**src/design/trs_io_cfg.svh**
```systemverilog
`ifndef TRS_IO_CFG_SVH
`define TRS_IO_CFG_SVH

// z80 i/o ports
`define TRS_IO_PORT       8'h1F
`define FREHD_BASE        8'hC0   // C0h-CFh
`define PRINTER_BASE      8'hF8   // F8h-FBh
`define CASS_PORT         8'hFF
`define ORCH_L_PORT       8'h75
`define ORCH_R_PORT       8'h79

// command opcodes sent by the esp
`define OP_GET_COOKIE     8'd0
`define OP_DBUS_READ      8'd3
`define OP_DBUS_WRITE     8'd4
`define OP_DATA_READY     8'd5
`define OP_GET_VERSION    8'd15
`define OP_ABUS_READ      8'd18
`define OP_SET_LED        8'd26
`define OP_GET_CONFIG     8'd27
`define OP_SET_ESP_STATUS 8'd32

`define COOKIE            8'hAF
`define VERSION_BYTE      8'h03   // major 0, minor 3

// esp selector codes on esp_s
`define ESP_TRS_IO_IN     4'd0
`define ESP_TRS_IO_OUT    4'd1
`define ESP_FREHD_IN      4'd2
`define ESP_FREHD_OUT     4'd3
`define ESP_PRINTER_RD    4'd4
`define ESP_PRINTER_WR    4'd5
`define ESP_IDLE          4'hF

`define ESP_REQ_CYCLES    50      // esp_req pulse length in clk cycles

`endif
```
**src/design/trs_io_pkg.sv**
```systemverilog
package trs_io_pkg;

  typedef logic [7:0] byte_t;
  typedef logic [7:0] io_addr_t;
  typedef logic [3:0] esp_code_t;

  typedef enum logic {
    idle,
    read_bytes    // waiting for the parameter byte
  } parser_state_t;

  // port selects decoded from the live bus
  typedef struct packed {
    logic trs_io_in;
    logic trs_io_out;
    logic frehd_in;
    logic frehd_out;
    logic printer_rd;
    logic printer_wr;
    logic cass_out;
    logic orch_l_out;
    logic orch_r_out;
  } io_sel_t;

  // synchronised snapshot of one bus access
  typedef struct packed {
    logic     strobe;   // one cycle per access
    io_addr_t addr;
    byte_t    data;
  } bus_access_t;

  typedef struct packed {
    logic  trigger;
    byte_t opcode;
    byte_t param;   // first parameter byte
  } cmd_action_t;

endpackage

```
**src/design/esp_wait_ctrl.sv**
```systemverilog
`timescale 1ns/1ns
`include "trs_io_cfg.svh"

module esp_wait_ctrl (
  input  logic                    clk,
  input  logic                    reset,
  input  trs_io_pkg::bus_access_t access,
  input  trs_io_pkg::io_sel_t     sel,
  input  logic                    esp_done,
  output logic                    wait_o,
  output logic                    esp_req,
  output logic                    esp_busy
);

  logic       esp_sel;
  logic       esp_start;
  logic [2:0] done_sync;
  logic       done_q;
  logic       done_rise;
  logic [5:0] req_cnt;    // cycles left of esp_req

  assign esp_sel = sel.trs_io_in | sel.trs_io_out | sel.frehd_in |
                   sel.frehd_out | sel.printer_rd | sel.printer_wr;

  assign esp_busy  = esp_sel;
  assign esp_start = access.strobe & esp_sel;
  assign done_rise = done_sync[2] & ~done_q;

  always_ff @(posedge clk) begin
    if (reset) begin
      done_sync <= '0;
      done_q    <= 1'b0;
      req_cnt   <= '0;
      wait_o    <= 1'b0;
    end else begin
      done_sync <= {done_sync[1:0], esp_done};
      done_q    <= done_sync[2];
      if (esp_start) begin
        // new access restarts the request and holds the cpu
        req_cnt <= 6'(`ESP_REQ_CYCLES);
        wait_o  <= 1'b1;
      end else begin
        if (req_cnt != '0)
          req_cnt <= req_cnt - 6'd1;
        if (done_rise)
          wait_o <= 1'b0;   // esp finished so the cpu goes on
      end
    end
  end

  assign esp_req = (req_cnt != '0);

endmodule

```
**config.mk**
```make
export PLATFORM = sky130hd
export DESIGN_NAME = esp_wait_ctrl
export DESIGN_NICKNAME = d
export VERILOG_FILES = /design/src/design/trs_io_pkg.sv /design/src/design/esp_wait_ctrl.sv
export VERILOG_INCLUDE_DIRS = /design/src /design/src/design
export SDC_FILE = /design/constraint.sdc
export NUM_CORES = 1
export LEC_CHECK = 0
export ABC_AREA = 1
export BUFFER_PORTS_ARGS = -buffer_cell sky130_fd_sc_hd__clkbuf_2
export CORE_AREA = 2 2 39 41
export CTS_BUF_LIST = sky130_fd_sc_hd__clkbuf_4 sky130_fd_sc_hd__clkbuf_8
export CTS_CLUSTER_SIZE = 10
export DETAILED_ROUTE_END_ITERATION = 10
export DIE_AREA = 0 0 41 43
export PLACE_DENSITY = 0.72
export SETUP_SLACK_MARGIN = 0.4
export SYNTH_ARGS = -nofsm -noshare
export SYNTH_HDL_FRONTEND = slang
export SYNTH_SLANG_ARGS = --single-unit
```
**constraint.sdc**
```tcl
create_clock -name clk -period 3 [get_ports clk]
set_input_delay 0.45 -clock clk [delete_from_list [all_inputs] [get_ports clk]]
set_output_delay 0.45 -clock clk [all_outputs]
set_load 0.1 [all_outputs]
```
==> reports/results.md, run 1 <==
| Metric | Value |
|---|---|
| Via-per-instance ratio | 4.495 |
| Post-Syn Nets | 99 |
| Global-route wire length before repair | 1311 µm |
| Detailed placement HPWL | 679.4 µm |
| Hold-fix buffer count after cts | 0 |
| Clock latency at the later pin of the worst-skew pair | 0.25 ns |
| Met2 demand-to-capacity share in global routing | 15.00% |
| Min-Delay Startpoint | esp_done |
| Worst reg2reg endpoint | req_cnt[1]$_SDFFE_PP0P_ |
| Most area-consuming cells after synthesis | sky130_fd_sc_hd__dfxtp_1 44%, sky130_fd_sc_hd__nand2_1 11%, sky130_fd_sc_hd__inv_1 9.0% |
| Class of the most critical setup path | flip-flop to output port |
| Via count of the first global-routing pass | 351 |
| Met3 track demand over resource in global routing | 1.571% |
| Post-Route Skew | 0.001678 ns |
| Area overhead of the layout relative to synthesis | 22.00% |
| Gate count after technology mapping | 69 |
| Cell total after placement | 97 |
| Final WL | 812 µm |
| NumNets Final | 116 |
| Met1 Resource Use GR | 13.91% |
| Placeable core region | 1384 µm² |
| Synth warn | 0 |
| VDD IR-drop max | 244.6 µV |
| Hold Crit Depth | 3 |
| Clock input transition at the sequential cells of the worst setup and hold paths | 0.06 ns |
| Clock buffer depth | 2 |
| Distinct cell type count after synthesis | 16 |
| Headroom to the max-slew limit | 64.09% |
| Busiest layer in global routing | met2 |
| Number of antenna violations at the first check in global routing | 0 |
| Count of routing violations after the opening detailed-route iteration | 5 |
| Startpoint class of the critical path | flip-flop |
| Top achievable clock speed | 494.0 MHz |
| Leakage component of the power | 0.3180 nW |
| Overall global routing resource usage | 11.25% |
| Top library cells by usage in the layout, fill and taps aside | 15 x sky130_fd_sc_hd__nand2_1, 12 x sky130_fd_sc_hd__inv_1, 12 x sky130_fd_sc_hd__nor2_1, 12 x sky130_fd_sc_hd__clkbuf_2, 11 x sky130_fd_sc_hd__dfxtp_1 |
| Final max-slew violation count | 0 |
| Overall die area | 1763 µm² |
| Number of setup violations in the final report | 0 |
| Gates resized, CTS repair | 0 |
| Type of the worst min-delay path | input port to flip-flop |
| Iteration count of the initial detailed-routing pass | 3 |
| Max H-tree Level | 1 |
| Grt ovf | 0 |
| Number of nets with antenna violations after routing | 0 |
| FF-to-FF path depth | 7 |
| Clock root buffer | sky130_fd_sc_hd__clkbuf_4 |
| Dominant cell type by area after synthesis | sky130_fd_sc_hd__dfxtp_1 |
| Pin count of the biggest net entering global routing | 8 |
| Share of the yosys chip area belonging to registers | 44.00% |
| Ratio of cells with drive above 1 in the final layout | 25.88% |
| Inserted Clock Buffers | 3 |
| Crit-path max FO | 6 |
| CP required | 2.55 ns |
| Initial Utilization | 36.17% |
| Data arrival time of the worst path | 1.57 ns |
| Diode count | 0 |
| Leading cell type in the layout, fill and taps excluded | sky130_fd_sc_hd__nand2_1 |
| Worst Hold Endpoint | done_sync[0]$_SDFF_PP0_ |
| TNS Setup | 0 ns |
| Routability cong. | 0.8223 |
| Transition time of the tightest slew-check pin | 0.5409 ns |
| Setup slack of the most critical reg-to-reg path | 1.77 ns |
| Utilization after layout | 44.12% |
| Endpoint kind of the worst setup timing path | output port |
| Post-route DRC | 0 |
| Total number of placement rows | 14 |
| Start of the worst register-to-register path | req_cnt[0]$_SDFFE_PP0P_ |
| Floorplan die width | 41 µm |
| Average size of a mapped cell | 7.253 µm² |
| Endpoints failing hold | 0 |
| Finished Layout Cells | 101 |
| Buffers inserted during post-CTS setup optimization | 0 |
| Clock Sink Count | 11 |
| Routed wire length per instance | 8.040 µm |
| Cell area power density | 609.2 nW/µm² |
| Min Tclk post-route | 2.024 ns |
| Reported max-cap violation count | 0 |
| Run status | completed |
| Mapped Area | 500.5 µm² |
| Boundary pin count | 32 |
| DR vias | 454 |
| Top-area cell type share of the netlist area | 44.00% |
| Die Y | 43 µm |
| Flop and latch count out of synthesis | 11 |
| RSZ-0062 raised after global routing | false |
| PortBufs | 12 |
| Period utilisation layout | 67.47% |
| Clock tree from TritonCTS | yes |
-- how the worst max path moves through the flow --
stage	startpoint	to	slack, ns	depth (start not counted)
4_1_cts	req_cnt[0]$_SDFFE_PP0P_	esp_req	0.96	4
3_3_place_gp	req_cnt[0]$_SDFFE_PP0P_	esp_req	1.27	4
6_report	req_cnt[0]$_SDFFE_PP0P_	esp_req	0.98	4
5_1_grt	req_cnt[0]$_SDFFE_PP0P_	esp_req	0.88	4
2_1_floorplan	sel[4]	req_cnt[3]$_SDFFE_PP0P_	1.03	5
3_5_place_dp	req_cnt[0]$_SDFFE_PP0P_	esp_req	1.25	4
-- per-stage QoR --
stage | area [µm²] | hold WS (ns) | worst slack (ns) | power, mW
after floorplan | 500.5 | 0.3883 | 1.027 | 0.2526
after global placement | 580.6 | 0.3902 | 1.268 | 0.2706
after detailed placement | 580.6 | 0.3988 | 1.254 | 0.2734
after CTS | 610.6 | 0.3692 | 0.9635 | 0.3787
after global routing | 610.6 | 0.3719 | 0.8765 | 0.3983
final | 610.6 | 0.3793 | 0.9759 | 0.3720
-- routing by layer --
| metal | up-vias | part of all wire (%) |
|---|---|---|
| met5 | - | 0 |
| met4 | 0 | 2.1 |
| met3 | 2 | 1.8 |
| met2 | 3 | 51 |
| met1 | 204 | 45 |
| li1 | 245 | - |
-- worst max-delay path, stage by stage, from the launching register on --
cell and delay, ns:
sky130_fd_sc_hd__dfxtp_1 0.32, sky130_fd_sc_hd__inv_1 0.08, sky130_fd_sc_hd__ha_1 0.29, sky130_fd_sc_hd__nand3_2 0.14
sky130_fd_sc_hd__clkbuf_2 0.47
-- final cells by class --
class                   instances  area, µm²
clock buffers                   4      30.03
fillers                       150      773.2
inverters                      12      45.04
multi-input cells              46      235.2
flip-flops and latches         11      220.2
well taps                      16      20.02
repair buffers                 12      60.06
-- state kept, by name, summed over array words and instances, names as in the netlist --
signal,count
req_cnt,6
done_sync,3
wait_o,1
done_q,1
-- kinds of logic (layout without fill, tap and decap cells) --
group                      after synthesis  count (layout)  share of synthesized area, %
and+or+nand+nor                         40              40                         38.00
AOI/OAI and AO/OA                        4               4                         4.749
DFF                                     11              11                         44.00
adders and majority gates                1               1                         2.500
xor gates and xnor gates                 1               1                         1.750
buffers and inverters                   12              28                         8.999
-- report_power, final --
group          switching (mW)  total (mW)  internal [mW]
Clock                  0.0426       0.103         0.0603
Sequential            0.00981       0.168          0.158
Combinational          0.0677       0.101         0.0337
-- cell usage after synthesis (all sizes together) --
library cell,instances
a21oi,3
o21ai,1
nand3,6
nand4,2
ha,1
inv,12
nor2,15
xnor2,1
nand2,16
or2,1
dfxtp,11
(Power assumes the default switching activity.)
==> inputs of run 2 (changes only) <==
--- a/config.mk
+++ b/config.mk
@@ -6,14 +6,14 @@
 export SDC_FILE = /design/constraint.sdc
 export NUM_CORES = 1
 export LEC_CHECK = 0
-export ABC_AREA = 1
+export ABC_AREA = 0
 export BUFFER_PORTS_ARGS = -buffer_cell sky130_fd_sc_hd__clkbuf_2
 export CORE_AREA = 2 2 39 41
 export CTS_BUF_LIST = sky130_fd_sc_hd__clkbuf_4 sky130_fd_sc_hd__clkbuf_8
 export CTS_CLUSTER_SIZE = 10
 export DETAILED_ROUTE_END_ITERATION = 10
 export DIE_AREA = 0 0 41 43
-export PLACE_DENSITY = 0.72
+export PLACE_DENSITY = 0.69
 export SETUP_SLACK_MARGIN = 0.4
 export SYNTH_ARGS = -nofsm -noshare
 export SYNTH_HDL_FRONTEND = slang
==> constraint.sdc (replaced) <==
create_clock -name clk -period 1.9 [get_ports clk]
set_input_delay 0.285 -clock clk [delete_from_list [all_inputs] [get_ports clk]]
set_output_delay 0.285 -clock clk [all_outputs]
set_load 0.1 [all_outputs]
==> run 2 against run 1 <==
Net effect: the run now ends with negative setup slack left; synthesized cell count decreased by 30%; critical path type is now flip-flop to flip-flop; design area grew 23%; register-to-register slack lost 1.8 ns; worst hold slack got worse by 0.16 ns; via count increased by 0.44%; highest routed layer unchanged; clock skew grew 0.00084 ns; non-clock buffer count grew 10; clock power up 66%; combinational power rose to 3.0 times the previous value.
==> reports/results.md, run 2 <==
| Metric | Value |
|---|---|
| Run status | finished with violations |
| Violations in the final reports | negative setup slack |
| Number of setup violations in the final report | 1 |
| Grt ovf | 0 |
| Number of nets with antenna violations after routing | 0 |
| Placeable core region | 1384 µm² |
| Max H-tree Level | 1 |
| Inserted Clock Buffers | 3 |
| Total number of placement rows | 14 |
| Floorplan die width | 41 µm |
| Top cell types by occurrence after synthesis | 11 x sky130_fd_sc_hd__dfxtp_1, 4 x sky130_fd_sc_hd__inv_1, 4 x sky130_fd_sc_hd__nor4_1, 3 x sky130_fd_sc_hd__nor2_1, 3 x sky130_fd_sc_hd__nor2b_1 |
| Clock Sink Count | 11 |
| Share of total power in combinational logic | 39.9% |
| Average size of a mapped cell | 9.645 µm² |
| Leading cell type in the layout, fill and taps excluded | sky130_fd_sc_hd__clkbuf_2 |
| Flop and latch count out of synthesis | 11 |
| Area overhead of the layout relative to synthesis | 61.89% |
| NumNets Final | 104 |
| Worst setup slack after layout | -0.001726 ns |
| Min-Delay Startpoint | esp_done |
| Most area-consuming cells after synthesis | sky130_fd_sc_hd__dfxtp_1 48%, sky130_fd_sc_hd__nor4_1 5.4%, sky130_fd_sc_hd__nor2b_1 4.1% |
| Max reg flops | 6 |
| Most frequent cell after synthesis | sky130_fd_sc_hd__dfxtp_1 |
| RSZ-0062 raised after global routing | true |
| Routability cong. | 0.7129 |
| Hold Crit Depth | 2 |
| Switching part of the total power | 32.37% |
| Synth warn | 0 |
| VDD IR-drop max | 504.4 µV |
| Registers with the most flip-flops | req_cnt: 6 flops, done_sync: 3 flops |
| Clock buffer depth | 2 |
| Min Tclk post-route | 1.902 ns |
| Endpoints failing hold | 0 |
| Number of filler cells placed in the layout | 139 |
| CP required | 2.08 ns |
| Detailed placement HPWL | 654.2 µm |
| Die Y | 43 µm |
| Top achievable clock speed | 525.8 MHz |
| Reported max-cap violation count | 0 |
| Clock input transition at the sequential cells of the worst setup and hold paths | 0.07 ns |
| Utilization after layout | 54.16% |
| Iteration count of the initial detailed-routing pass | 3 |
| Routed wire length per instance | 11.55 µm |
| Sequential cell area | 225.2 µm² |
| Gate count after technology mapping | 48 |
| Share of the yosys chip area belonging to registers | 47.57% |
| Number of antenna violations at the first check in global routing | 0 |
| Leakage component of the power | 0.3019 nW |
| Final max-slew violation count | 0 |
| Clock tree from TritonCTS | yes |
| Dominant cell type by area after synthesis | sky130_fd_sc_hd__dfxtp_1 |
| Pin count of the biggest net entering global routing | 14 |
| Cell total after placement | 75 |
| Initial Utilization | 33.45% |
| Type of the worst min-delay path | input port to flip-flop |
| Finished Layout Cells | 89 |
| Register containing the most flip-flops in the final layout | req_cnt |
| Top library cells by usage in the layout, fill and taps aside | 10 x sky130_fd_sc_hd__clkbuf_2, 9 x sky130_fd_sc_hd__dfxtp_1, 7 x sky130_fd_sc_hd__buf_4 |
| Boundary pin count | 32 |
| Sequential fraction of design power | 37.3% |
| Crit-path max FO | 3 |
| Period utilisation layout | 100.1% |
| FF-to-FF path depth | 5 |
| Distinct cell type count after synthesis | 25 |
| Mapped Area | 462.9 µm² |
| Number of flops mapped to enable cells by yosys | 0 |
| Top-area cell type share of the netlist area | 47.57% |
| Area used by multi-input combinational logic | 290.3 µm² |
| Pre-CTS setup slack | 0.2051 ns |
| Via-per-instance ratio | 5.124 |
| Start of the worst register-to-register path | req_cnt[0]$_SDFFE_PP0P_ |
| Async SR Flop Fraction | 0% |
| Worst Hold Endpoint | done_sync[0]$_SDFF_PP0_ |
| Portion of total power attributed to the clock network | 22.8% |
| Overall global routing resource usage | 13.22% |
| Endpoint kind of the worst setup timing path | flip-flop |
| Post-Syn Nets | 78 |
| Clock root buffer | sky130_fd_sc_hd__clkbuf_4 |
| Switching power | 242.5 µW |
| Class of the most critical setup path | flip-flop to flip-flop |
| Overall die area | 1763 µm² |
| Headroom to the max-slew limit | 53.70% |
| Internal | 506.6 µW |
| Cell area power density | 999.5 nW/µm² |
| Count of routing violations after the opening detailed-route iteration | 2 |
| Worst reg2reg endpoint | req_cnt[5]$_SDFFE_PP0P_ |
| PortBufs | 12 |
| Startpoint class of the critical path | flip-flop |
| Transition time of the tightest slew-check pin | 0.6884 ns |
| Data arrival time of the worst path | 2.08 ns |
| Clock latency at the later pin of the worst-skew pair | 0.27 ns |
| Post-Route Skew | 0.002515 ns |
| Global-route wire length before repair | 1559 µm |
| Via count of the first global-routing pass | 407 |
| Setup slack of the most critical reg-to-reg path | -0.002 ns |
| Post-route DRC | 0 |
| Final WL | 1028 µm |
| Ratio of cells with drive above 1 in the final layout | 60.27% |
| Top FF cell, synth | sky130_fd_sc_hd__dfxtp_1 |
| Diode count | 0 |
| Hold_ws | 0.2238 ns |
| DR vias | 456 |
-- run 2: kinds of logic after synthesis --
| kind of cell | Yosys count | synth area share (%) |
|---|---|---|
| compound gates | 11 | 17.30 |
| xor+xnor | 1 | 1.892 |
| fa+ha+maj | 1 | 2.702 |
| buf+inv | 5 | 4.052 |
| flops | 11 | 47.57 |
| simple gates | 19 | 26.49 |
-- run 2: what timing repair did --
action,in CTS,in global routing
pin swaps,3,5
hold buffers,0,0
resized for setup,4,8
hold endpoints to repair,0,0
endpoints found under the setup margin,6,7
setup buffers,5,5
-- run 2: worst max path at each step --
| stage | from | to | slack [ns] | cells after the start |
|---|---|---|---|---|
| 2_1_floorplan | req_cnt[1]$_SDFFE_PP0P_ | esp_req | 0.34 | 5 |
| 3_3_place_gp | req_cnt[1]$_SDFFE_PP0P_ | esp_req | 0.22 | 6 |
| 3_5_place_dp | req_cnt[1]$_SDFFE_PP0P_ | esp_req | 0.21 | 6 |
| 4_1_cts | req_cnt[0]$_SDFFE_PP0P_ | esp_req | -0.02 | 6 |
| 5_1_grt | req_cnt[0]$_SDFFE_PP0P_ | req_cnt[5]$_SDFFE_PP0P_ | -0.07 | 5 |
| 6_report | req_cnt[0]$_SDFFE_PP0P_ | req_cnt[5]$_SDFFE_PP0P_ | -0.002 | 5 |
-- run 2: per-layer routing --
layer | GRT usage, % | share of wire, % | vias to the layer above
li1 | - | - | 228
met1 | 15.36 | 39 | 208
met2 | 19.69 | 52 | 15
met3 | 1.571 | 5.4 | 5
met4 | 12.00 | 4.0 | 0
met5 | 0 | 0 | -
-- run 2: final cells by class --
type                            count  area share, %
Clock buffer                        4          4.007
Inverter                            4          2.671
Multi-Input combinational cell     32          38.73
Sequential cell                    11          30.05
Tap cell                           16          2.671
Timing Repair Buffer               22          21.87
-- run 2: power by group through the flow --
stage	combinational [mW]	clock, mW	sequential (mW)
2_1_floorplan	0.144	0	0.292
3_3_place_gp	0.198	0	0.285
3_5_place_dp	0.201	0	0.287
4_1_cts	0.240	0.175	0.277
5_1_grt	0.323	0.184	0.283
6_report	0.299	0.171	0.279
-- run 2: metrics by stage --
stage | instance area [µm²] | setup TNS, ns | power (mW)
2_1_floorplan | 496.7 | 0 | 0.4355
3_3_place_gp | 588.1 | 0 | 0.4827
3_5_place_dp | 588.1 | 0 | 0.4877
4_1_cts | 673.1 | -0.01572 | 0.6927
5_1_grt | 749.5 | -0.07471 | 0.7902
6_report | 749.5 | -0.001726 | 0.7491
-- run 2: worst max-delay path, stage by stage, from the launching register on --
cell	delay, ns
sky130_fd_sc_hd__dfxtp_4	0.35
sky130_fd_sc_hd__buf_4	0.13
sky130_fd_sc_hd__buf_6	0.11
sky130_fd_sc_hd__or4_4	0.53
sky130_fd_sc_hd__or4_1	0.48
sky130_fd_sc_hd__a31oi_1	0.22
