<file path="src/design/trs_io_cfg.svh">
`ifndef TRS_IO_CFG_SVH
`define TRS_IO_CFG_SVH

// z80 i/o ports
`define TRS_IO_PORT       8'h1F
`define FREHD_BASE        8'hC0   // C0h-CFh
`define PRINTER_BASE      8'hF8   // F8h-FBh
`define CASS_PORT         8'hFF
`define ORCH_L_PORT       8'h75
`define ORCH_R_PORT       8'h79

// command opcodes sent by the esp
`define OP_GET_COOKIE     8'd0
`define OP_DBUS_READ      8'd3
`define OP_DBUS_WRITE     8'd4
`define OP_DATA_READY     8'd5
`define OP_GET_VERSION    8'd15
`define OP_ABUS_READ      8'd18
`define OP_SET_LED        8'd26
`define OP_GET_CONFIG     8'd27
`define OP_SET_ESP_STATUS 8'd32

`define COOKIE            8'hAF
`define VERSION_BYTE      8'h03   // major 0, minor 3

// esp selector codes on esp_s
`define ESP_TRS_IO_IN     4'd0
`define ESP_TRS_IO_OUT    4'd1
`define ESP_FREHD_IN      4'd2
`define ESP_FREHD_OUT     4'd3
`define ESP_PRINTER_RD    4'd4
`define ESP_PRINTER_WR    4'd5
`define ESP_IDLE          4'hF

`define ESP_REQ_CYCLES    50      // esp_req pulse length in clk cycles

`endif
</file>
<file path="src/design/trs_io_pkg.sv">
package trs_io_pkg;

  typedef logic [7:0] byte_t;
  typedef logic [7:0] io_addr_t;
  typedef logic [3:0] esp_code_t;

  typedef enum logic {
    idle,
    read_bytes    // waiting for the parameter byte
  } parser_state_t;

  // port selects decoded from the live bus
  typedef struct packed {
    logic trs_io_in;
    logic trs_io_out;
    logic frehd_in;
    logic frehd_out;
    logic printer_rd;
    logic printer_wr;
    logic cass_out;
    logic orch_l_out;
    logic orch_r_out;
  } io_sel_t;

  // synchronised snapshot of one bus access
  typedef struct packed {
    logic     strobe;   // one cycle per access
    io_addr_t addr;
    byte_t    data;
  } bus_access_t;

  typedef struct packed {
    logic  trigger;
    byte_t opcode;
    byte_t param;   // first parameter byte
  } cmd_action_t;

endpackage

</file>
<file path="src/design/spi_slave.sv">
`timescale 1ns/1ns

module spi_slave (
  input  logic              clk,
  input  logic              reset,
  input  logic              cs_n,
  input  logic              sck,
  input  logic              mosi,
  input  trs_io_pkg::byte_t tx_byte,
  output logic              byte_rx,
  output trs_io_pkg::byte_t rx_byte,
  output logic              miso_data,
  output logic              miso_oe
);
  import trs_io_pkg::*;

  logic [2:0] sck_sync;
  logic       sck_q;
  logic [2:0] mosi_sync;  // same depth as sck so the bit lines up
  logic [1:0] cs_sync;
  logic       cs_active;
  logic       sck_rise;
  logic       sck_fall;
  logic [2:0] bit_cnt;
  byte_t      rx_sr;
  byte_t      tx_sr;

  assign sck_rise  = sck_sync[2] & ~sck_q;
  assign sck_fall  = ~sck_sync[2] & sck_q;
  assign cs_active = ~cs_sync[1];

  always_ff @(posedge clk) begin
    if (reset) begin
      sck_sync <= '0;
      sck_q    <= 1'b0;
      cs_sync  <= 2'b11;
      bit_cnt  <= '0;
      byte_rx  <= 1'b0;
    end else begin
      sck_sync <= {sck_sync[1:0], sck};
      sck_q    <= sck_sync[2];
      cs_sync  <= {cs_sync[0], cs_n};
      byte_rx  <= 1'b0;
      if (!cs_active) begin
        bit_cnt <= '0;
      end else if (sck_rise) begin
        bit_cnt <= bit_cnt + 3'd1;
        byte_rx <= (bit_cnt == 3'd7);   // eighth bit in
      end
    end
  end

  always_ff @(posedge clk) begin
    mosi_sync <= {mosi_sync[1:0], mosi};
    if (cs_active && sck_rise)
      rx_sr <= {rx_sr[6:0], mosi_sync[2]};   // msb first
    if (cs_active && sck_fall) begin
      if (bit_cnt == 3'd1)
        tx_sr <= tx_byte;   // first falling edge of the byte
      else
        tx_sr <= {tx_sr[6:0], 1'b0};
    end
  end

  assign rx_byte   = rx_sr;
  assign miso_data = tx_sr[7];
  assign miso_oe   = cs_active;

endmodule

</file>
<file path="config.mk">
export PLATFORM = sky130hd
export DESIGN_NAME = spi_slave
export DESIGN_NICKNAME = d
export VERILOG_FILES = /design/src/design/trs_io_cfg.svh /design/src/design/trs_io_pkg.sv /design/src/design/spi_slave.sv
export SDC_FILE = /design/constraint.sdc
export NUM_CORES = 1
export LEC_CHECK = 0
export BUFFER_PORTS_ARGS = -buffer_cell sky130_fd_sc_hd__clkbuf_2
export CORE_MARGIN = 2
export CORE_UTILIZATION = 50
export DETAILED_ROUTE_END_ITERATION = 8
export GPL_TIMING_DRIVEN = 0
export PLACE_DENSITY_LB_ADDON = 0.2
export SYNTH_ARGS = -nofsm -noshare
export SYNTH_HDL_FRONTEND = slang
export SYNTH_SLANG_ARGS = --single-unit
</file>
<file path="constraint.sdc">
create_clock -name clk -period 1.6 [get_ports clk]
set_input_delay 0.08 -clock clk [delete_from_list [all_inputs] [get_ports clk]]
set_output_delay 0.08 -clock clk [all_outputs]
set_load 0.02 [all_outputs]
</file>
==> results.json, run 1 <==
{
  "outcome": "complete, no violations",
  "nNetsFinal": 110,
  "synth_edf_count": 16,
  "maxCapViolations": 0,
  "cts-root-buf": "clkbuf_4",
  "routedWlPerCell_um": 10.36,
  "finalHoldViolations": 0,
  "slew_headroom_pct": 61.43,
  "place_hpwl_um": 884,
  "path_cells": "ha_1, nor2b_1, buf_2, mux2_1",
  "antenna_cells": 0,
  "ys_seq_area_share_pct": 73.18,
  "cp.required_ps": 1680,
  "critPathLaunchType": "flop",
  "overflow": 0,
  "tightest_slew_ps": 576.1,
  "fin_skew_ps": 4.573,
  "cpPeakStageDelay_ps": 390,
  "wl_met2_um": 579,
  "crit_path_top_delay_cell": "dfxtp_1",
  "min_from": "tx_byte[0]",
  "highest-signal-layer": "met4",
  "pin_count": 24,
  "critical_path_class": "flop to flop",
  "postCtsSetupRepairBufs": 0,
  "htree_num_levels": 2,
  "p_leak_nw": 0.5181,
  "port-buffer-count": 22,
  "r2r_cells": 4,
  "clock-sinks": 29,
  "die-area_sq_um": 2401,
  "async_reset_ff_share_pct": 0,
  "synth_cell_types": 20,
  "finalSetupViolations": 0,
  "path_clk_slew_ps": 90,
  "yosys-top-cells-count": "edfxtp_1 (16), dfxtp_1 (13), mux2_1 (7)",
  "vias": 571,
  "setup_slack_ps": 135.0,
  "hold_depth": 2,
  "grt_pass1_wl_um": 2076,
  "grt_max_degree": 11,
  "cp-end-kind": "flop",
  "ys.flop_type": "edfxtp_1",
  "synth.top_cell.area_share_pct": 47.47,
  "netlist_area_sq_um": 1012,
  "synth.most_common_cell": "edfxtp_1",
  "crit_fanout": 8,
  "hold_class": "input pin to flop",
  "cellPowerDensity_nw_per_um2": 1086,
  "hold_slack_ps": 33.99,
  "holdPathEnd": "tx_sr[0]",
  "drc": 0,
  "numCtsBuffers": 5,
  "syn_to_final_growth_pct": 25.96,
  "vias_per_cell": 4.680,
  "reg2reg_to": "tx_sr[3]",
  "clockBufferDepth": 2,
  "gr-usage-all-layers_pct": 12.71,
  "worstPathArrival_ps": 1540,
  "yosys-top-cells-area": "edfxtp_1 (47%), dfxtp_1 (26%), mux2_1 (7.8%), ha_1 (3.7%), nor2b_1 (2.5%)",
  "drt-initial-drc-count": 3,
  "report.final.slew_viol_count": 0,
  "wl_met3_um": 105,
  "fin_crit_sh_pct": 91.57,
  "path_buf_inv": 1,
  "dr.pass1.iters": 3,
  "worstSkewPairLatency_ps": 320,
  "die-height_um": 49.00,
  "yosysTopAreaCell": "edfxtp_1",
  "synth_warnings": 0,
  "wl_met1_um": 543,
  "crit_start": "bit_cnt[0]",
  "routed_wl_um": 1264,
  "fmax_mhz": 682.6,
  "timing.rr.start": "bit_cnt[0]",
  "cts_tree": "done",
  "syn-instance-count": 62,
  "antenna_found_initial": 0,
  "rsz0062_at_grt": "no",
  "irDropWorstVdd_mv": 0.6592,
  "die_w_um": 49.00,
  "avgSynthCellArea_sq_um": 16.33,
  "ant_nets": 0,
  "start_util_pct": 52.13,
  "drive_gt1_share_pct": 40.00,
  "crit_family": "flip-flops",
  "ys_ff_latch": 29,
  "pre_cts_slack_ps": -82.10,
  "r2r_slack_ps": 130,
  "fin_crit_ps": 1465,
  "grt_pass1_vias": 504,
  "rows": 16,
  "fp.coreArea_sq_um": 1942,
  "syn_nets": 78,
  "gp_congestion": 0.6303
}
==> sequential cells by signal (all words and copies together) (netlist names) <==
name,flops
cs_sync,2
tx_sr,8
sck_sync,3
byte_rx,1
rx_byte,8
bit_cnt,3
mosi_sync,3
sck_q,1
==> worst max-delay path by stage <==
stage,endpoint,slack (ps),depth (start not counted)
finish,tx_sr[3],130,4
global route,tx_sr[5],30,4
CTS,tx_sr[3],120,4
detailed placement,tx_sr[4],-80,1
global placement,tx_sr[4],-70,1
floorplan,tx_sr[0],170,1
==> per-stage QoR <==
stage	utilization [%]	instances	power [mW]	setup TNS [ps]	area [sq um]
floorplan	-	62	0.8247	0	1012
global route	65.66	122	1.449	0	1275
finish	65.66	122	1.385	0	1275
CTS	65.66	122	1.401	0	1275
global placement	59.54	111	0.8409	-560.6	1156
detailed placement	59.54	111	0.8422	-655.8	1156
==> where the power goes <==
part	internal [mW]	switching, mW
Clock	0.308	0.246
Sequential	0.789	0.00491
Combinational	0.0223	0.0147
Total	1.12	0.266
==> worst reg2reg max path, cell delays in order, from the launching register on <==
cell and delay (ps):
dfxtp_1 390, ha_1 150, nor2b_1 110, buf_2 210, mux2_1 350
==> placed cells by master (no fill, tap or decap), types with 2 or more instances in the layout <==
master,n
or2_2,2
ha_1,3
nor2_1,2
nor3_1,2
clkbuf_2,22
edfxtp_1,16
nor2b_1,4
dfxtp_1,13
inv_1,2
mux2_1,7
dlygate4sd3_1,3
clkbuf_4,5
==> area by class of cell <==
class | instances | area (sq um)
Clock inverter | 1 | 7.507
Buffer | 2 | 8.758
Inverter | 2 | 7.507
Fill cell | 163 | 666.9
Sequential cell | 29 | 740.7
Timing Repair Buffer | 25 | 140.1
Clock buffer | 7 | 76.32
Multi-Input combinational cell | 29 | 260.3
Tap cell | 27 | 33.78
==> kinds of logic after synthesis <==
kind of cell               after synthesis  synth area share (%)
DFF                                     29                 73.18
and+or+nand+nor                         16                 10.38
adders and majority gates                3                 3.709
buffers and inverters                    4                 1.606
xor gates and xnor gates                 1                0.8654
muxes                                    8                 8.777
AOI/OAI and AO/OA                        1                 1.483
==> layer usage <==
layer | up-vias | track usage (%)
met1 | 263 | 13.96
met5 | - | 0
li1 | 283 | -
met4 | 0 | 8.571
met3 | 6 | 9.509
met2 | 19 | 16.89
==> what timing repair did <==
item / CTS / global route
hold endpoints to repair: 3 / 0
setup endpoints to repair: 8 / 0
gates resized for setup: 1 / 0
hold buffers: 3 / 0
Note: power is estimated with default switching activity, not from simulation.
==> inputs of run 2 (changes only) <==
==> constraint.sdc (replaced) <==
create_clock -name clk -period 1.6 [get_ports clk]
set_input_delay 0 -clock clk [delete_from_list [all_inputs] [get_ports clk]]
set_output_delay 0 -clock clk [all_outputs]
set_load 0.02 [all_outputs]
==> run 2 against run 1 <==
- sequential share of layout area fell by 3.4 points
- die area unchanged
- routed wire length up 6.1%
- clock power about the same
==> results.json, run 2 (same netlist as run 1, synthesis figures left out) <==
{
  "finalHoldViolations": 0,
  "drt-initial-drc-count": 3,
  "routedWlPerCell_um": 10.32,
  "maxCapViolations": 0,
  "final_cell_mix": "clkbuf_2 (22), edfxtp_1 (16), dfxtp_1 (13)",
  "sequentialPowerShare_pct": 56.6,
  "r2r_cells": 4,
  "nFillCells": 156,
  "gp_congestion": 0.6303,
  "clockBufferDepth": 2,
  "postCtsSetupRepairBufs": 0,
  "place_hpwl_um": 884,
  "nNetsFinal": 118,
  "fin_util_pct": 69.78,
  "hold_slack_ps": 57.66,
  "fin_crit_ps": 1465,
  "die-height_um": 49.00,
  "die-area_sq_um": 2401,
  "clkPwrFrac_pct": 39.6,
  "crit_path_top_delay_cell": "dfxtp_1",
  "hold_depth": 2,
  "grt_pass1_vias": 531,
  "slew_headroom_pct": 61.37,
  "grt_max_degree": 11,
  "stdcell_count": 130,
  "overflow": 0,
  "rows": 16,
  "cts-root-buf": "clkbuf_4",
  "ant_nets": 0,
  "tightest_slew_ps": 576.9,
  "final_common_cell": "clkbuf_2",
  "gr-usage-all-layers_pct": 13.37,
  "power.net_switching_mw": 0.2697,
  "worstPathArrival_ps": 1540,
  "cts_tree": "done",
  "outcome": "complete, no violations",
  "critPathLaunchType": "flop",
  "cellPowerDensity_nw_per_um2": 1034,
  "syn_to_final_growth_pct": 33.87,
  "vias": 596,
  "fin_skew_ps": 4.041,
  "fp.coreArea_sq_um": 1942,
  "r2r_slack_ps": 130,
  "pin_count": 24,
  "cpPeakStageDelay_ps": 400,
  "numCtsBuffers": 5,
  "path_clk_slew_ps": 90,
  "fin_tns_setup_ps": 0,
  "drive_gt1_share_pct": 36.89,
  "start_util_pct": 52.13,
  "fmax_mhz": 682.4,
  "fin_crit_sh_pct": 91.58,
  "finalSetupViolations": 0,
  "vias_per_cell": 4.585,
  "grt_pass1_wl_um": 2194,
  "rsz0062_at_grt": "no",
  "cp.required_ps": 1670,
  "antenna_cells": 0,
  "routed_wl_um": 1341,
  "port-buffer-count": 22,
  "htree_num_levels": 2,
  "cp-end-kind": "flop",
  "die_w_um": 49.00,
  "clock-sinks": 29,
  "dr.pass1.iters": 3,
  "power_mw": 1.402,
  "crit_fanout": 8,
  "p_int_mw": 1.132,
  "placed_cells": 111,
  "path_cells": "ha_1, nor2b_1, buf_2, mux2_1",
  "antenna_found_initial": 0,
  "critical_path_class": "flop to flop",
  "drc": 0,
  "hold_class": "input pin to flop",
  "worstSkewPairLatency_ps": 320,
  "sw_frac_of_total_pct": 19.24,
  "report.final.slew_viol_count": 0,
  "p_comb_share_pct": 3.8,
  "p_leak_nw": 0.5515,
  "irDropWorstVdd_mv": 0.6612
}
## run 2: cell types whose count changed in the layout (fill, tap and decap cells not counted)
cell	before	now
dlygate4sd3_1	3	11
## run 2: final timing paths
kind                start            to
max            bit_cnt[0]      tx_sr[1]
min reg2reg  mosi_sync[1]  mosi_sync[2]
max reg2reg    bit_cnt[0]      tx_sr[1]
min                 reset         sck_q
## run 2: what timing repair did
| item | CTS | global route |
|---|---|---|
| hold buffers | 11 | 0 |
| endpoints found under the setup margin | 8 | 0 |
| hold endpoints to repair | 11 | 0 |
| gates resized for setup | 1 | 0 |
## run 2: per-stage QoR
step	instance area [sq um]	setup slack, ps
5_1_grt	1355	24.38
4_1_cts	1355	122.6
3_3_place_gp	1156	-70.18
2_1_floorplan	1012	169.4
6_report	1355	134.7
3_5_place_dp	1156	-82.10
## run 2: critical path, delay by kind of cell, from the launching register on
| kind | cells | cell delay, ps |
|---|---|---|
| fa+ha+maj | 1 | 150 |
| flops | 1 | 400 |
| simple gates | 1 | 110 |
| mux | 1 | 340 |
| buf+inv | 1 | 210 |
## run 2: power groups by stage
stage          Sequential, mW  Combinational (mW)  Clock, mW
6_report                0.793              0.0528      0.555
5_1_grt                 0.795              0.0567      0.615
4_1_cts                 0.794              0.0527      0.569
3_5_place_dp            0.810              0.0317          0
3_3_place_gp            0.810              0.0307          0
2_1_floorplan           0.810              0.0147          0
## run 2: area by class of cell
type	count	area [sq um]	share of cell area, %
well taps	27	33.78	2.493
multi-input cells	29	260.3	19.21
flip-flops and latches	29	740.7	54.66
clock inverters	1	7.507	0.5540
repair buffers	33	220.2	16.25
plain buffers	2	8.758	0.6464
clock buffers	7	76.32	5.633
inverters	2	7.507	0.5540
## run 2: metal layers
layer	share of wire (%)	up-vias	track usage [%]	wire length (um)
li1	-	300	-	-
met1	44	271	14.78	587
met2	46	19	18.49	622
met3	7.2	6	9.202	96
met4	2.6	0	8.571	35
met5	0	-	0	0
==> inputs of run 3 (changes only) <==
==> constraint.sdc (replaced) <==
create_clock -name clk -period 1.6 [get_ports clk]
set_input_delay 0.16 -clock clk [delete_from_list [all_inputs] [get_ports clk]]
set_output_delay 0.16 -clock clk [all_outputs]
set_load 0.02 [all_outputs]
==> run 3 against run 2 <==
- global-route usage down 0.67 points
- maximum frequency down 0.16%
- clock power about the same
- non-clock buffer count down 9
- critical path type unchanged
- largest cell class unchanged
- highest routed layer unchanged
==> results.json, run 3 (same netlist as run 1, synthesis figures left out) <==
{
  "cpPeakStageDelay_ps": 400,
  "cts_tree": "done",
  "pin_count": 24,
  "path_cells": "ha_1, nor2b_1, buf_2, mux2_1",
  "nNetsFinal": 109,
  "worstSkewPairLatency_ps": 320,
  "drive_gt1_share_pct": 40.43,
  "maxCapViolations": 0,
  "place_hpwl_um": 884,
  "numCtsBuffers": 5,
  "grt_pass1_wl_um": 2076,
  "fin_tns_setup_ps": 0,
  "placed_cells": 111,
  "die-area_sq_um": 2401,
  "irDropWorstVdd_mv": 0.6585,
  "hold_slack_ps": 46.88,
  "stdcell_count": 121,
  "overflow": 0,
  "finalSetupViolations": 0,
  "cp.required_ps": 1680,
  "syn_to_final_growth_pct": 24.97,
  "die_w_um": 49.00,
  "grt_pass1_vias": 497,
  "power_mw": 1.383,
  "clock-sinks": 29,
  "final_common_cell": "clkbuf_2",
  "fin_crit_ps": 1468,
  "crit_fanout": 8,
  "postPlaceCellArea_sq_um": 1156,
  "ant_nets": 0,
  "worstPathArrival_ps": 1550,
  "routed_wl_um": 1262,
  "port-buffer-count": 22,
  "cellPowerDensity_nw_per_um2": 1093,
  "path_buf_inv": 1,
  "finalHoldViolations": 0,
  "vias_per_cell": 4.603,
  "p_leak_nw": 0.5139,
  "routedWlPerCell_um": 10.43,
  "drc": 0,
  "gr-usage-all-layers_pct": 12.71,
  "vias": 557,
  "tightest_slew_ps": 576.6,
  "cp-end-kind": "flop",
  "fin_crit_sh_pct": 91.73,
  "rsz0062_at_grt": "no",
  "slew_headroom_pct": 61.39,
  "dr.pass1.iters": 2,
  "critical_path_class": "flop to flop",
  "final_cell_area_sq_um": 1265,
  "crit_family": "flip-flops",
  "fin_skew_ps": 6.680,
  "report.final.slew_viol_count": 0,
  "antenna_found_initial": 0,
  "drt-initial-drc-count": 2,
  "outcome": "complete, no violations",
  "cts-root-buf": "clkbuf_4",
  "fp.coreArea_sq_um": 1942,
  "hold_class": "input pin to flop",
  "critPathLaunchType": "flop",
  "htree_num_levels": 2,
  "gp_congestion": 0.6303,
  "die-height_um": 49.00,
  "fmax_mhz": 681.3,
  "pre_cts_slack_ps": -82.10,
  "final_cell_mix": "clkbuf_2 (22), edfxtp_1 (16), dfxtp_1 (13)",
  "fin_util_pct": 65.14,
  "grt_max_degree": 11,
  "path_clk_slew_ps": 90,
  "crit_path_top_delay_cell": "dfxtp_1",
  "setup_slack_ps": 132.3,
  "start_util_pct": 52.13,
  "rows": 16,
  "clockBufferDepth": 2,
  "antenna_cells": 0
}
-- run 3: cell count changes in the layout (fill, tap and decap cells not counted), sizes merged --
| cell | previous run | this run |
|---|---|---|
| dlygate4sd3 | 11 | 2 |
-- run 3: cell type report --
cell class / count / area, sq um
clock inverter: 1 / 7.507
sequential: 29 / 740.7
multi-input combinational: 29 / 260.3
timing repair buffer: 24 / 130.1
buffer: 2 / 8.758
fill: 163 / 676.9
clock buffer: 7 / 76.32
inverter: 2 / 7.507
tap: 27 / 33.78
-- run 3: worst paths after layout --
check / startpoint / endpoint / slack, ps / cells after the start
max: bit_cnt[0] / tx_sr[3] / 130 / 4
min: sck / sck_sync[0] / 50 / 2
max reg2reg: bit_cnt[0] / tx_sr[3] / 130 / 4
min reg2reg: mosi_sync[1] / mosi_sync[2] / 350 / 0
-- run 3: worst register-to-register path: stages, from the launching register on --
cell     delay (ps)
dfxtp_1         400
ha_1            150
nor2b_1         110
buf_2           210
mux2_1          350
-- run 3: power breakdown --
group          switching [mW]  internal [mW]
logic                  0.0144         0.0207
registers             0.00497          0.789
clock network           0.246          0.308
-- run 3: what timing repair did --
item	in CTS	in global routing
setup endpoints to repair	8	0
gates resized for setup	1	0
setup buffers	0	0
hold endpoints to repair	1	1
hold buffers	1	1
-- run 3: routing by layer --
| metal | vias to the layer above | wire, um | global-route usage (%) |
|---|---|---|---|
| li1 | 280 | - | - |
| met1 | 253 | 546 | 14.17 |
| met2 | 19 | 577 | 16.67 |
| met3 | 5 | 105 | 9.509 |
| met4 | 0 | 32 | 8.571 |
| met5 | - | 0 | 0 |
